`config.mk`:
```
export PLATFORM = sky130hd
export DESIGN_NAME = pcap_replay_top
export DESIGN_NICKNAME = d
export VERILOG_FILES = /design/src/hw/pcap_replay_pkg.sv /design/src/hw/capture_writer.sv /design/src/hw/packet_store.sv /design/src/hw/pcap_replay_top.sv /design/src/hw/replay_engine.sv /design/src/hw/replay_regs.sv /design/src/hw/stream_tx.sv
export SDC_FILE = /design/constraint.sdc
export NUM_CORES = 2
export LEC_CHECK = 0
export BUFFER_PORTS_ARGS = -buffer_cell sky130_fd_sc_hd__buf_2
export CORE_MARGIN = 1.5
export CORE_UTILIZATION = 54
export DETAILED_ROUTE_END_ITERATION = 8
export PLACE_DENSITY = 0.7
export SYNTH_ARGS = -nofsm -noshare
export SYNTH_HDL_FRONTEND = slang
export SYNTH_SLANG_ARGS = --single-unit
```
`constraint.sdc`:
```
create_clock -name axi_aclk -period 3.7 [get_ports axi_aclk]
set_input_delay 0.74 -clock axi_aclk [delete_from_list [all_inputs] [get_ports axi_aclk]]
set_output_delay 0.74 -clock axi_aclk [all_outputs]
set_load 0.1 [all_outputs]
```
`src/hw/pcap_replay_pkg.sv`:
```
package pcap_replay_pkg;

  // Stream and Wishbone data width
  localparam int DATA_W = 32;

  // Packet store geometry
  localparam int STORE_DEPTH = 64;
  localparam int ADDR_W = 6;

  // Word count, wide enough to hold a full store
  localparam int CNT_W = 7;

  // Packet counter and replay count widths
  localparam int PKT_W = 8;
  localparam int RPT_W = 8;

  // Wishbone word address
  localparam int REG_ADDR_W = 2;

  // Register map
  typedef enum logic [REG_ADDR_W-1:0] {
    REG_CTRL   = 2'd0,
    REG_REPLAY = 2'd1,
    REG_STATUS = 2'd2
  } reg_addr_e;

  // Replay engine states
  typedef enum logic [1:0] {
    RS_IDLE,
    RS_READ,
    RS_WAIT,
    RS_NEXT
  } replay_state_e;

endpackage

```
`src/hw/capture_writer.sv`:
```
module capture_writer
  import pcap_replay_pkg::*;
(
  input  logic              axi_aclk,
  input  logic              rst_n,
  input  logic              sw_rst,
  input  logic              capture_en,
  input  logic              busy,
  input  logic [DATA_W-1:0] s_axis_tdata,
  input  logic              s_axis_tvalid,
  output logic              s_axis_tready,
  input  logic              s_axis_tlast,
  output logic              wr_en,
  output logic [ADDR_W-1:0] wr_addr,
  output logic [DATA_W-1:0] wr_data,
  output logic              wr_last,
  output logic [CNT_W-1:0]  committed_words,
  output logic [PKT_W-1:0]  pkt_count
);

  logic [CNT_W-1:0] wr_ptr;
  logic             overflow;
  logic             xfer;

  assign s_axis_tready = capture_en & ~busy & ~overflow & (wr_ptr < CNT_W'(STORE_DEPTH));
  assign xfer          = s_axis_tvalid & s_axis_tready;

  // Accepted words go straight into the store
  assign wr_en   = xfer;
  assign wr_addr = wr_ptr[ADDR_W-1:0];
  assign wr_data = s_axis_tdata;
  assign wr_last = s_axis_tlast;

  always_ff @(posedge axi_aclk or negedge rst_n) begin
    if (!rst_n) begin
      wr_ptr          <= '0;
      committed_words <= '0;
      pkt_count       <= '0;
      overflow        <= 1'b0;
    end else if (sw_rst) begin
      wr_ptr          <= '0;
      committed_words <= '0;
      pkt_count       <= '0;
      overflow        <= 1'b0;
    end else if (xfer) begin
      if (s_axis_tlast) begin
        wr_ptr          <= wr_ptr + 1'b1;
        committed_words <= wr_ptr + 1'b1;
        pkt_count       <= pkt_count + 1'b1;
      end else if (wr_ptr == CNT_W'(STORE_DEPTH - 1)) begin
        // Store full mid-packet, drop the partial packet and stall
        wr_ptr   <= committed_words;
        overflow <= 1'b1;
      end else begin
        wr_ptr <= wr_ptr + 1'b1;
      end
    end else if (!capture_en) begin
      // Uncommitted tail is discarded once capture stops
      wr_ptr <= committed_words;
    end
  end

endmodule

```
`src/hw/packet_store.sv`:
```
module packet_store
  import pcap_replay_pkg::*;
(
  input  logic              axi_aclk,
  input  logic              wr_en,
  input  logic [ADDR_W-1:0] wr_addr,
  input  logic [DATA_W-1:0] wr_data,
  input  logic              wr_last,
  input  logic              rd_en,
  input  logic [ADDR_W-1:0] rd_addr,
  output logic [DATA_W-1:0] rd_data,
  output logic              rd_last
);

  // Each entry is the data word with its last flag on top
  logic [DATA_W:0] mem [STORE_DEPTH];

  always_ff @(posedge axi_aclk) begin
    if (wr_en) begin
      mem[wr_addr] <= {wr_last, wr_data};
    end
  end

  // Registered read port, one cycle of latency
  always_ff @(posedge axi_aclk) begin
    if (rd_en) begin
      rd_data <= mem[rd_addr][DATA_W-1:0];
      rd_last <= mem[rd_addr][DATA_W];
    end
  end

endmodule

```
`src/hw/pcap_replay_top.sv`:
```
module pcap_replay_top
  import pcap_replay_pkg::*;
(
  input  logic                  axi_aclk,
  input  logic                  rst_n,
  // Wishbone register port
  input  logic                  wb_cyc,
  input  logic                  wb_stb,
  input  logic                  wb_we,
  input  logic [REG_ADDR_W-1:0] wb_adr,
  input  logic [DATA_W-1:0]     wb_dat_w,
  output logic [DATA_W-1:0]     wb_dat_r,
  output logic                  wb_ack,
  // Capture stream
  input  logic [DATA_W-1:0]     s_axis_tdata,
  input  logic                  s_axis_tvalid,
  output logic                  s_axis_tready,
  input  logic                  s_axis_tlast,
  // Replay stream
  output logic [DATA_W-1:0]     m_axis_tdata,
  output logic                  m_axis_tvalid,
  input  logic                  m_axis_tready,
  output logic                  m_axis_tlast
);

  logic              sw_rst;
  logic              capture_en;
  logic              start;
  logic [RPT_W-1:0]  replay_count;
  logic              busy;
  logic [CNT_W-1:0]  committed_words;
  logic [PKT_W-1:0]  pkt_count;
  logic              wr_en;
  logic [ADDR_W-1:0] wr_addr;
  logic [DATA_W-1:0] wr_data;
  logic              wr_last;
  logic              rd_en;
  logic [ADDR_W-1:0] rd_addr;
  logic [DATA_W-1:0] rd_data;
  logic              rd_last;
  logic              space;
  logic              push;
  logic [DATA_W-1:0] push_data;
  logic              push_last;

  replay_regs u_regs (
    .axi_aclk        (axi_aclk),
    .rst_n           (rst_n),
    .wb_cyc          (wb_cyc),
    .wb_stb          (wb_stb),
    .wb_we           (wb_we),
    .wb_adr          (wb_adr),
    .wb_dat_w        (wb_dat_w),
    .wb_dat_r        (wb_dat_r),
    .wb_ack          (wb_ack),
    .sw_rst          (sw_rst),
    .capture_en      (capture_en),
    .start           (start),
    .replay_count    (replay_count),
    .busy            (busy),
    .committed_words (committed_words),
    .pkt_count       (pkt_count)
  );

  capture_writer u_writer (
    .axi_aclk        (axi_aclk),
    .rst_n           (rst_n),
    .sw_rst          (sw_rst),
    .capture_en      (capture_en),
    .busy            (busy),
    .s_axis_tdata    (s_axis_tdata),
    .s_axis_tvalid   (s_axis_tvalid),
    .s_axis_tready   (s_axis_tready),
    .s_axis_tlast    (s_axis_tlast),
    .wr_en           (wr_en),
    .wr_addr         (wr_addr),
    .wr_data         (wr_data),
    .wr_last         (wr_last),
    .committed_words (committed_words),
    .pkt_count       (pkt_count)
  );

  packet_store u_store (
    .axi_aclk (axi_aclk),
    .wr_en    (wr_en),
    .wr_addr  (wr_addr),
    .wr_data  (wr_data),
    .wr_last  (wr_last),
    .rd_en    (rd_en),
    .rd_addr  (rd_addr),
    .rd_data  (rd_data),
    .rd_last  (rd_last)
  );

  replay_engine u_engine (
    .axi_aclk        (axi_aclk),
    .rst_n           (rst_n),
    .sw_rst          (sw_rst),
    .start           (start),
    .replay_count    (replay_count),
    .committed_words (committed_words),
    .busy            (busy),
    .rd_en           (rd_en),
    .rd_addr         (rd_addr),
    .rd_data         (rd_data),
    .rd_last         (rd_last),
    .space           (space),
    .push            (push),
    .push_data       (push_data),
    .push_last       (push_last)
  );

  stream_tx u_tx (
    .axi_aclk      (axi_aclk),
    .rst_n         (rst_n),
    .sw_rst        (sw_rst),
    .push          (push),
    .push_data     (push_data),
    .push_last     (push_last),
    .space         (space),
    .m_axis_tdata  (m_axis_tdata),
    .m_axis_tvalid (m_axis_tvalid),
    .m_axis_tready (m_axis_tready),
    .m_axis_tlast  (m_axis_tlast)
  );

endmodule

```
`src/hw/replay_engine.sv`:
```
module replay_engine
  import pcap_replay_pkg::*;
(
  input  logic              axi_aclk,
  input  logic              rst_n,
  input  logic              sw_rst,
  input  logic              start,
  input  logic [RPT_W-1:0]  replay_count,
  input  logic [CNT_W-1:0]  committed_words,
  output logic              busy,
  output logic              rd_en,
  output logic [ADDR_W-1:0] rd_addr,
  input  logic [DATA_W-1:0] rd_data,
  input  logic              rd_last,
  input  logic              space,
  output logic              push,
  output logic [DATA_W-1:0] push_data,
  output logic              push_last
);

  replay_state_e    state;
  logic [CNT_W-1:0] rd_ptr;
  logic [RPT_W-1:0] pass_cnt;

  // Read only when the transmitter can take the word in flight
  assign rd_en   = (state == RS_READ) && space;
  assign rd_addr = rd_ptr[ADDR_W-1:0];

  // Store output is valid in the cycle after the read
  assign push      = (state == RS_WAIT);
  assign push_data = rd_data;
  assign push_last = rd_last;

  always_ff @(posedge axi_aclk or negedge rst_n) begin
    if (!rst_n) begin
      state    <= RS_IDLE;
      rd_ptr   <= '0;
      pass_cnt <= '0;
      busy     <= 1'b0;
    end else if (sw_rst) begin
      state    <= RS_IDLE;
      rd_ptr   <= '0;
      pass_cnt <= '0;
      busy     <= 1'b0;
    end else begin
      case (state)
        RS_IDLE: begin
          // Empty store or zero count leaves the engine idle
          if (start && replay_count != '0 && committed_words != '0) begin
            busy     <= 1'b1;
            rd_ptr   <= '0;
            pass_cnt <= replay_count;
            state    <= RS_READ;
          end
        end
        RS_READ: begin
          if (space) begin
            rd_ptr <= rd_ptr + 1'b1;
            state  <= RS_WAIT;
          end
        end
        RS_WAIT: begin
          if (rd_ptr == committed_words) begin
            state <= RS_NEXT;
          end else begin
            state <= RS_READ;
          end
        end
        RS_NEXT: begin
          if (pass_cnt == RPT_W'(1)) begin
            busy  <= 1'b0;
            state <= RS_IDLE;
          end else begin
            pass_cnt <= pass_cnt - 1'b1;
            rd_ptr   <= '0;
            state    <= RS_READ;
          end
        end
        default: state <= RS_IDLE;
      endcase
    end
  end

endmodule

```
`src/hw/replay_regs.sv`:
```
module replay_regs
  import pcap_replay_pkg::*;
(
  input  logic                  axi_aclk,
  input  logic                  rst_n,
  input  logic                  wb_cyc,
  input  logic                  wb_stb,
  input  logic                  wb_we,
  input  logic [REG_ADDR_W-1:0] wb_adr,
  input  logic [DATA_W-1:0]     wb_dat_w,
  output logic [DATA_W-1:0]     wb_dat_r,
  output logic                  wb_ack,
  output logic                  sw_rst,
  output logic                  capture_en,
  output logic                  start,
  output logic [RPT_W-1:0]      replay_count,
  input  logic                  busy,
  input  logic [CNT_W-1:0]      committed_words,
  input  logic [PKT_W-1:0]      pkt_count
);

  logic        req;
  logic        wr_fire;
  reg_addr_e   addr;
  logic [DATA_W-1:0] rd_mux;

  assign addr    = reg_addr_e'(wb_adr);
  assign req     = wb_cyc & wb_stb & ~wb_ack;
  // Writes land on the ack cycle, master still holds the bus
  assign wr_fire = wb_cyc & wb_stb & wb_ack & wb_we;

  always_comb begin
    case (addr)
      REG_CTRL:   rd_mux = {{(DATA_W-2){1'b0}}, capture_en, sw_rst};
      REG_REPLAY: rd_mux = {{(DATA_W-RPT_W){1'b0}}, replay_count};
      REG_STATUS: rd_mux = {8'd0, pkt_count, 1'b0, committed_words, 7'd0, busy};
      default:    rd_mux = '0;
    endcase
  end

  always_ff @(posedge axi_aclk or negedge rst_n) begin
    if (!rst_n) begin
      wb_ack       <= 1'b0;
      start        <= 1'b0;
      sw_rst       <= 1'b0;
      capture_en   <= 1'b0;
      replay_count <= '0;
    end else begin
      wb_ack <= req;
      // One-cycle pulse after a replay write is acknowledged
      start  <= wr_fire && (addr == REG_REPLAY);
      if (wr_fire && addr == REG_CTRL) begin
        sw_rst     <= wb_dat_w[0];
        capture_en <= wb_dat_w[1];
      end
      if (wr_fire && addr == REG_REPLAY) begin
        replay_count <= wb_dat_w[RPT_W-1:0];
      end
    end
  end

  // Read data is sampled with the request and presented with the ack
  always_ff @(posedge axi_aclk) begin
    if (req) begin
      wb_dat_r <= rd_mux;
    end
  end

endmodule

```
`src/hw/stream_tx.sv`:
```
module stream_tx
  import pcap_replay_pkg::*;
(
  input  logic              axi_aclk,
  input  logic              rst_n,
  input  logic              sw_rst,
  input  logic              push,
  input  logic [DATA_W-1:0] push_data,
  input  logic              push_last,
  output logic              space,
  output logic [DATA_W-1:0] m_axis_tdata,
  output logic              m_axis_tvalid,
  input  logic              m_axis_tready,
  output logic              m_axis_tlast
);

  logic [DATA_W-1:0] buf_data [2];
  logic [1:0]        buf_last;
  logic [1:0]        count;
  logic              wr_idx;
  logic              rd_idx;
  logic              pop;

  // Both entries free, so the word still in flight has a home
  assign space = (count == 2'd0);

  assign m_axis_tvalid = (count != 2'd0);
  assign m_axis_tdata  = buf_data[rd_idx];
  assign m_axis_tlast  = buf_last[rd_idx];
  assign pop           = m_axis_tvalid & m_axis_tready;

  always_ff @(posedge axi_aclk or negedge rst_n) begin
    if (!rst_n) begin
      count  <= 2'd0;
      wr_idx <= 1'b0;
      rd_idx <= 1'b0;
    end else if (sw_rst) begin
      count  <= 2'd0;
      wr_idx <= 1'b0;
      rd_idx <= 1'b0;
    end else begin
      if (push) wr_idx <= ~wr_idx;
      if (pop) rd_idx <= ~rd_idx;
      count <= count + {1'b0, push} - {1'b0, pop};
    end
  end

  always_ff @(posedge axi_aclk) begin
    if (push) begin
      buf_data[wr_idx] <= push_data;
      buf_last[wr_idx] <= push_last;
    end
  end

endmodule

```
# Word-level counts from Yosys, hierarchy flattened
# Memories as Yosys holds them, arrays and structs flattened. A register that Yosys moved wholly into a read port is not among the register bits.
# Index checks and enable logic that the tools add are counted.
[classes]
add_sub_neg = 6
magnitude_cmp = 4
n_bitwise = 14
reduce_logical = 25
muxes = 49
eq_ne = 14
[op_table]
columns = ["op", "n"]
rows = [
  ["$mux 7", 12],
  ["$pmux 24 s3", 1],
  ["$mux 8", 6],
  ["$pmux 7 s3", 1],
  ["$mux 1", 19],
  ["$pmux 8 s2", 1],
  ["$add 7x1->7 const B", 2],
  ["$reduce_bool 2->1", 6],
  ["$mux 2", 5],
  ["$and 1x1->1", 9],
  ["$ne 3x2->1 const B", 3],
  ["$reduce_and 3->1", 3],
  ["$add 8x1->8 const B", 1],
  ["$eq 8x1->1 const B", 1],
  ["$pmux 2 s4", 1],
  ["$reduce_bool 8->1", 1],
  ["$sub 8x1->8 const B", 1],
  ["$eq 7x6->1 const B", 1],
  ["$eq 7x7->1", 1],
  ["$lt 7x7->1 const B", 1],
  ["$reduce_bool 7->1", 1],
  ["$eq 2x2->1 const B", 3],
  ["$logic_and 1x1->1", 6],
  ["$logic_not 2->1", 3],
  ["16 further kinds", 23],
]
[totals]
output_inout_bits = 68
wordCells = 132
n_memories = 2
reg_bits = 91
in_bits = 74
ram_bits = 2176
[memory_table]
columns = ["memory", "depth", "word_bits", "read_ports", "rd_clocked_by_memory_dff", "write_ports", "line", "rtl"]
rows = [
  ["u_store.mem", 64, 33, 1, 1, 1, "packet_store.sv:16", "logic [DATA_W:0] mem [STORE_DEPTH];"],
  ["u_tx.buf_data", 2, 32, 1, 0, 1, "stream_tx.sv:17", "logic [DATA_W-1:0] buf_data [2];"],
]

# Depth between registers and ports, before layout
[logic_depth]
ltp_word = 7
ltp_mapped = 11
depth_no_buf = 8

# Modules after synthesis
# A second synthesis with hierarchy kept.
[hier_totals]
hier_cells = 4185
hier_area_um2 = 88802.7
[by_module_without_submodules]
columns = ["module", "instances", "cells_each", "seq_area_each_um2", "area_each_um2"]
rows = [
  ["packet_store", 1, 3598, 64411.8, 81523.2],
  ["stream_tx", 1, 124, 2082.0, 2638.8],
  ["replay_engine", 1, 206, 450.4, 1666.6],
  ["capture_writer", 1, 167, 575.6, 1570.3],
  ["replay_regs", 1, 90, 991.0, 1403.8],
]

# Worst setup path after synthesis
# Ideal clock, no wire load.
[synth_timing]
path_kind = "flip-flop to flip-flop"
start = "register u_engine.busy"
end = "memory u_store.mem[55][0] (netlist name), enable pin"
path_stages_with_launch = 6
required_time_ps = 3277
arrival_ps = 4876
slack_ps = -1599
setup_time_ps = 423
period_less_slack_ps = 5299
path_buffers = 1
cell_sequence = "dfrtp_1 > nor4b_2 > nand2_1 > or2_2 > clkbuf_1 > nor2_1"
[synth_via]
elab_chain_len = 7
[synth_rtl]
columns = ["element", "line", "rtl"]
rows = [
  ["from (decl)", "replay_engine.sv:10", "output logic busy,"],
  ["from (signal assigned)", "replay_engine.sv:39", "busy <= 1'b0;"],
  ["from (signal assigned)", "replay_engine.sv:44", "busy <= 1'b0;"],
  ["from (signal assigned)", "replay_engine.sv:50", "busy <= 1'b1;"],
  ["$not 1->1", "capture_writer.sv:25", "assign s_axis_tready = capture_en & ~busy & ~overflow & (wr_ptr < CNT_W'(STORE_DEPTH));"],
  ["$and 1x1->1 (3 in a row)", "capture_writer.sv:25", ""],
  ["net s_axis_tready", "pcap_replay_top.sv:17", "output logic s_axis_tready,"],
  ["$and 1x1->1", "capture_writer.sv:26", "assign xfer = s_axis_tvalid & s_axis_tready;"],
  ["$mux 1", "packet_store.sv:19", "if (wr_en) begin"],
  ["$mux 1 (not written as such)", "packet_store.sv:20", "mem[wr_addr] <= {wr_last, wr_data};"],
  ["to (decl)", "packet_store.sv:16", ""],
]
# The timed path passes the listed nets, and every way through them passes these cells.

# Worst setup path in the final report
[layout_timing]
start = "register u_tx.rd_idx"
end = "output port m_axis_tdata[26]"
[layout_via]
elab_chain_len = 1
[layout_rtl]
columns = ["element", "line", "rtl"]
rows = [
  ["from (decl)", "stream_tx.sv:21", "logic rd_idx;"],
  ["from (signal assigned)", "stream_tx.sv:43", "if (pop) rd_idx <= ~rd_idx;"],
  ["$mem_v2 2x32", "-", ""],
  ["to (decl)", "pcap_replay_top.sv:20", "output logic [DATA_W-1:0] m_axis_tdata,"],
]
# Every way passes these cells.

==> impl_metrics.yaml <==
clock_tree:
  ctsHoldBuffers: 0
  clockBufferDepth: 3
  cts_buffers: 218
  cts-root-buf: "clkbuf_16"
  post_cts_buffers: 0
  cts_tree: "built"
  clk_latency_ps: 840
  htreeDepth: 4
  cts_num_sinks: 2291
  clkTransAtPathRegs_ps: 60
  cts_resized: 0
drt:
  totalWireLength_um: 210000
  wl_per_cell_um: 30.9
  first_pass_iters: 5
  drt_iter0_drc: 4908
  via_per_inst: 6.41
  route.detailed.drc: 0
  antenna_left: 0
  dr_total_vias: 43400
worst_setup_path:
  reg2reg_to: "u_store.rd_data[30]$_DFFE_PP_"
  cp.arrival_ps: 2770
  cp.required_ps: 2960
  reg2reg_from: "u_engine.rd_ptr[0]$_DFFE_PN0P_"
  cp_max_fo: 18
  r2r_cells: 6
  startpoint_type: "flop"
  crit_path_start: "u_tx.rd_idx$_DFFE_PN0P_"
  cp-end-kind: "output pin"
  regToRegSetupSlack_ps: 510
  worstSetupPathType: "reg2out"
logic_synthesis:
  syn_area_um2: 88000
  yosysSeqAreaShare: 0.779
  syn_inst: 4157
  synth_edf_count: 2234
  ys.flop_type: "edfxtp_1"
  syn_area_per_cell_um2: 21.2
  synth_seq_cells: 2291
  async_reset_ff_frac: 0.0249
  synth.distinct_cells: 67
  yosys_warnings: 0
timing:
  timing.final.crit_share: 0.949
  finalHoldViolCount: 0
  hold_slack_ps: 84.3
  worst_pin_slew_ps: 1280
  fin_skew_ps: 57.1
  setup_viol: 0
  finalMaxSlewViolations: 0
  layout_min_cycle_time_ps: 3510
  finalWorstSetupSlack_ps: 190
  rsz0062_at_grt: "false"
  maxSlewHeadroom: 0.149
  fmax_mhz: 285
finish:
  layout-drive-gt1-share: 0.258
  layout_common_cells: "2234 x edfxtp_1, 428 x mux4_2, 221 x clkbuf_16"
  final_nets: 4525
  fillers: 11000
  final_cells: 6778
  area_delta_synth_final_pct: 13.2
  mostFrequentLayoutCell: "edfxtp_1"
  fin_util: 0.618
die:
  io_pins: 142
  initial_core_util: 0.546
  dieArea_um2: 165000
  die_h_um: 407
  die_w_um: 407
  coreArea_um2: 161000
  fp-row-count: 147
power_and_ir_drop:
  swShare: 0.258
  p_leak_nw: 30.6
  internal_power_w: 0.0452
  p_switching_w: 0.0157
  clkPwrFrac: 0.347
  combPwrFrac: 0.170
  peakVddDrop_v: 0.000728
  power_frac_seq: 0.483
  p_per_area_nw_per_um2: 612
min_path:
  hold_path_class: "in2async"
placement:
  pre_cts_slack_ps: 539
  place_inst: 6384
  portBuffers: 108
  hpwl_um: 118000
  gp_congestion: 0.791
global_routing:
  grt_first_pass_wirelength_um: 302000
  grt_use_total: 0.257
  antenna_found_initial: 13
  grt_max_degree: 100
  grt_pass1_vias: 43700
  overflow: 0
status:
  status: "finished clean"
run:
  max-cap-violations: 0
-- registers in the layout (all words and copies together) (netlist names), 7 cells and up --
name / cells
u_store.rd_data: 32
u_engine.pass_cnt: 8
u_writer.pkt_count: 8
u_writer.committed_words: 7
u_writer.wr_ptr: 7
u_regs.wb_dat_r: 23
u_store.mem: 2112
u_tx.buf_data: 64
u_regs.replay_count: 8
u_engine.rd_ptr: 7
-- Yosys cell counts (11+ instances only) --
library cell | count | area [µm²]
a21oi_1 | 56 | 280
a221o_1 | 32 | 320
a221oi_1 | 67 | 587
a22oi_1 | 63 | 473
and2_1 | 26 | 163
buf_1 | 16 | 60.1
buf_2 | 46 | 230
buf_4 | 37 | 278
buf_6 | 15 | 169
clkbuf_1 | 141 | 529
dfrtp_1 | 57 | 1430
edfxtp_1 | 2234 | 67100
mux2_2 | 45 | 507
mux2i_1 | 205 | 2050
mux4_2 | 428 | 9640
nand2_1 | 64 | 240
nand2b_1 | 71 | 444
nand3_1 | 14 | 70.1
nor2_1 | 113 | 424
nor2b_1 | 11 | 68.8
nor3_1 | 39 | 195
o211ai_1 | 64 | 480
o21ai_0 | 86 | 430
o221a_2 | 31 | 349
o22ai_1 | 49 | 307
o31ai_1 | 15 | 113
o32ai_1 | 17 | 149
xnor2_1 | 16 | 140
-- stage by stage --
stage / total power [W] / area [µm²] / setup TNS, ps
2_1_floorplan: 0.0375 / 88200 / -519030
3_3_place_gp: 0.0403 / 92900 / 0
3_5_place_dp: 0.0404 / 92900 / 0
4_1_cts: 0.0614 / 99600 / 0
5_1_grt: 0.0629 / 99600 / 0
6_report: 0.0609 / 99600 / 0
-- cell type report --
| cell class | instances | area [µm²] | area share |
|---|---|---|---|
| Sequential cell | 2291 | 68500 | 0.688 |
| Multi-Input combinational cell | 1610 | 18700 | 0.188 |
| Clock buffer | 280 | 5770 | 0.0580 |
| Timing Repair Buffer | 315 | 2850 | 0.0286 |
| Tap cell | 2160 | 2700 | 0.0271 |
| Clock inverter | 113 | 972 | 0.00976 |
| Inverter | 8 | 30.0 | 0.000301 |
| Antenna cell | 1 | 2.50 | 0.0000251 |
-- power groups by stage --
stage               combinational [W]  clock (W)  sequential [W]
detailed placement             0.0105          0          0.0299
global placement               0.0103          0          0.0299
floorplan                     0.00778          0          0.0297
global route                   0.0110     0.0224          0.0294
finish                         0.0104     0.0211          0.0294
CTS                            0.0105     0.0214          0.0294
-- critical path, stage by stage (launching register included) --
cell and delay [ps]:
dfrtp_2 820, buf_4 380, mux2_2 410, buf_2 300
-- per-layer routing --
layer | global-route usage | vias to the layer above | wire, µm
met3 | 0.0474 | 358 | 18600
met1 | 0.368 | 23000 | 83600
met2 | 0.403 | 2070 | 100000
li1 | - | 18000 | -
met5 | 0 | - | 95
met4 | 0.0885 | 16 | 7150
-- logic make-up after synthesis --
| group | after synthesis | synth area share |
|---|---|---|
| AOI/OAI and AO/OA | 508 | 0.0424 |
| xor gates and xnor gates | 22 | 0.00219 |
| muxes | 678 | 0.139 |
| DFF | 2291 | 0.779 |
| buffers and inverters | 264 | 0.0149 |
| adders and majority gates | 7 | 0.000995 |
| and+or+nand+nor | 386 | 0.0222 |
| other | 1 | 0.0000426 |
-- worst max-delay path by stage --
stage / end / slack, ps / depth (start not counted)
floorplan: u_store.mem[10][0]$_DFFE_PP_ / -460 / 5
global placement: u_store.rd_data[30]$_DFFE_PP_ / 530 / 6
detailed placement: u_store.rd_data[16]$_DFFE_PP_ / 540 / 7
CTS: m_axis_tdata[26] / 110 / 3
global route: m_axis_tdata[26] / 120 / 3
finish: m_axis_tdata[26] / 190 / 3
No activity file was read; power rests on OpenSTA's default activity.
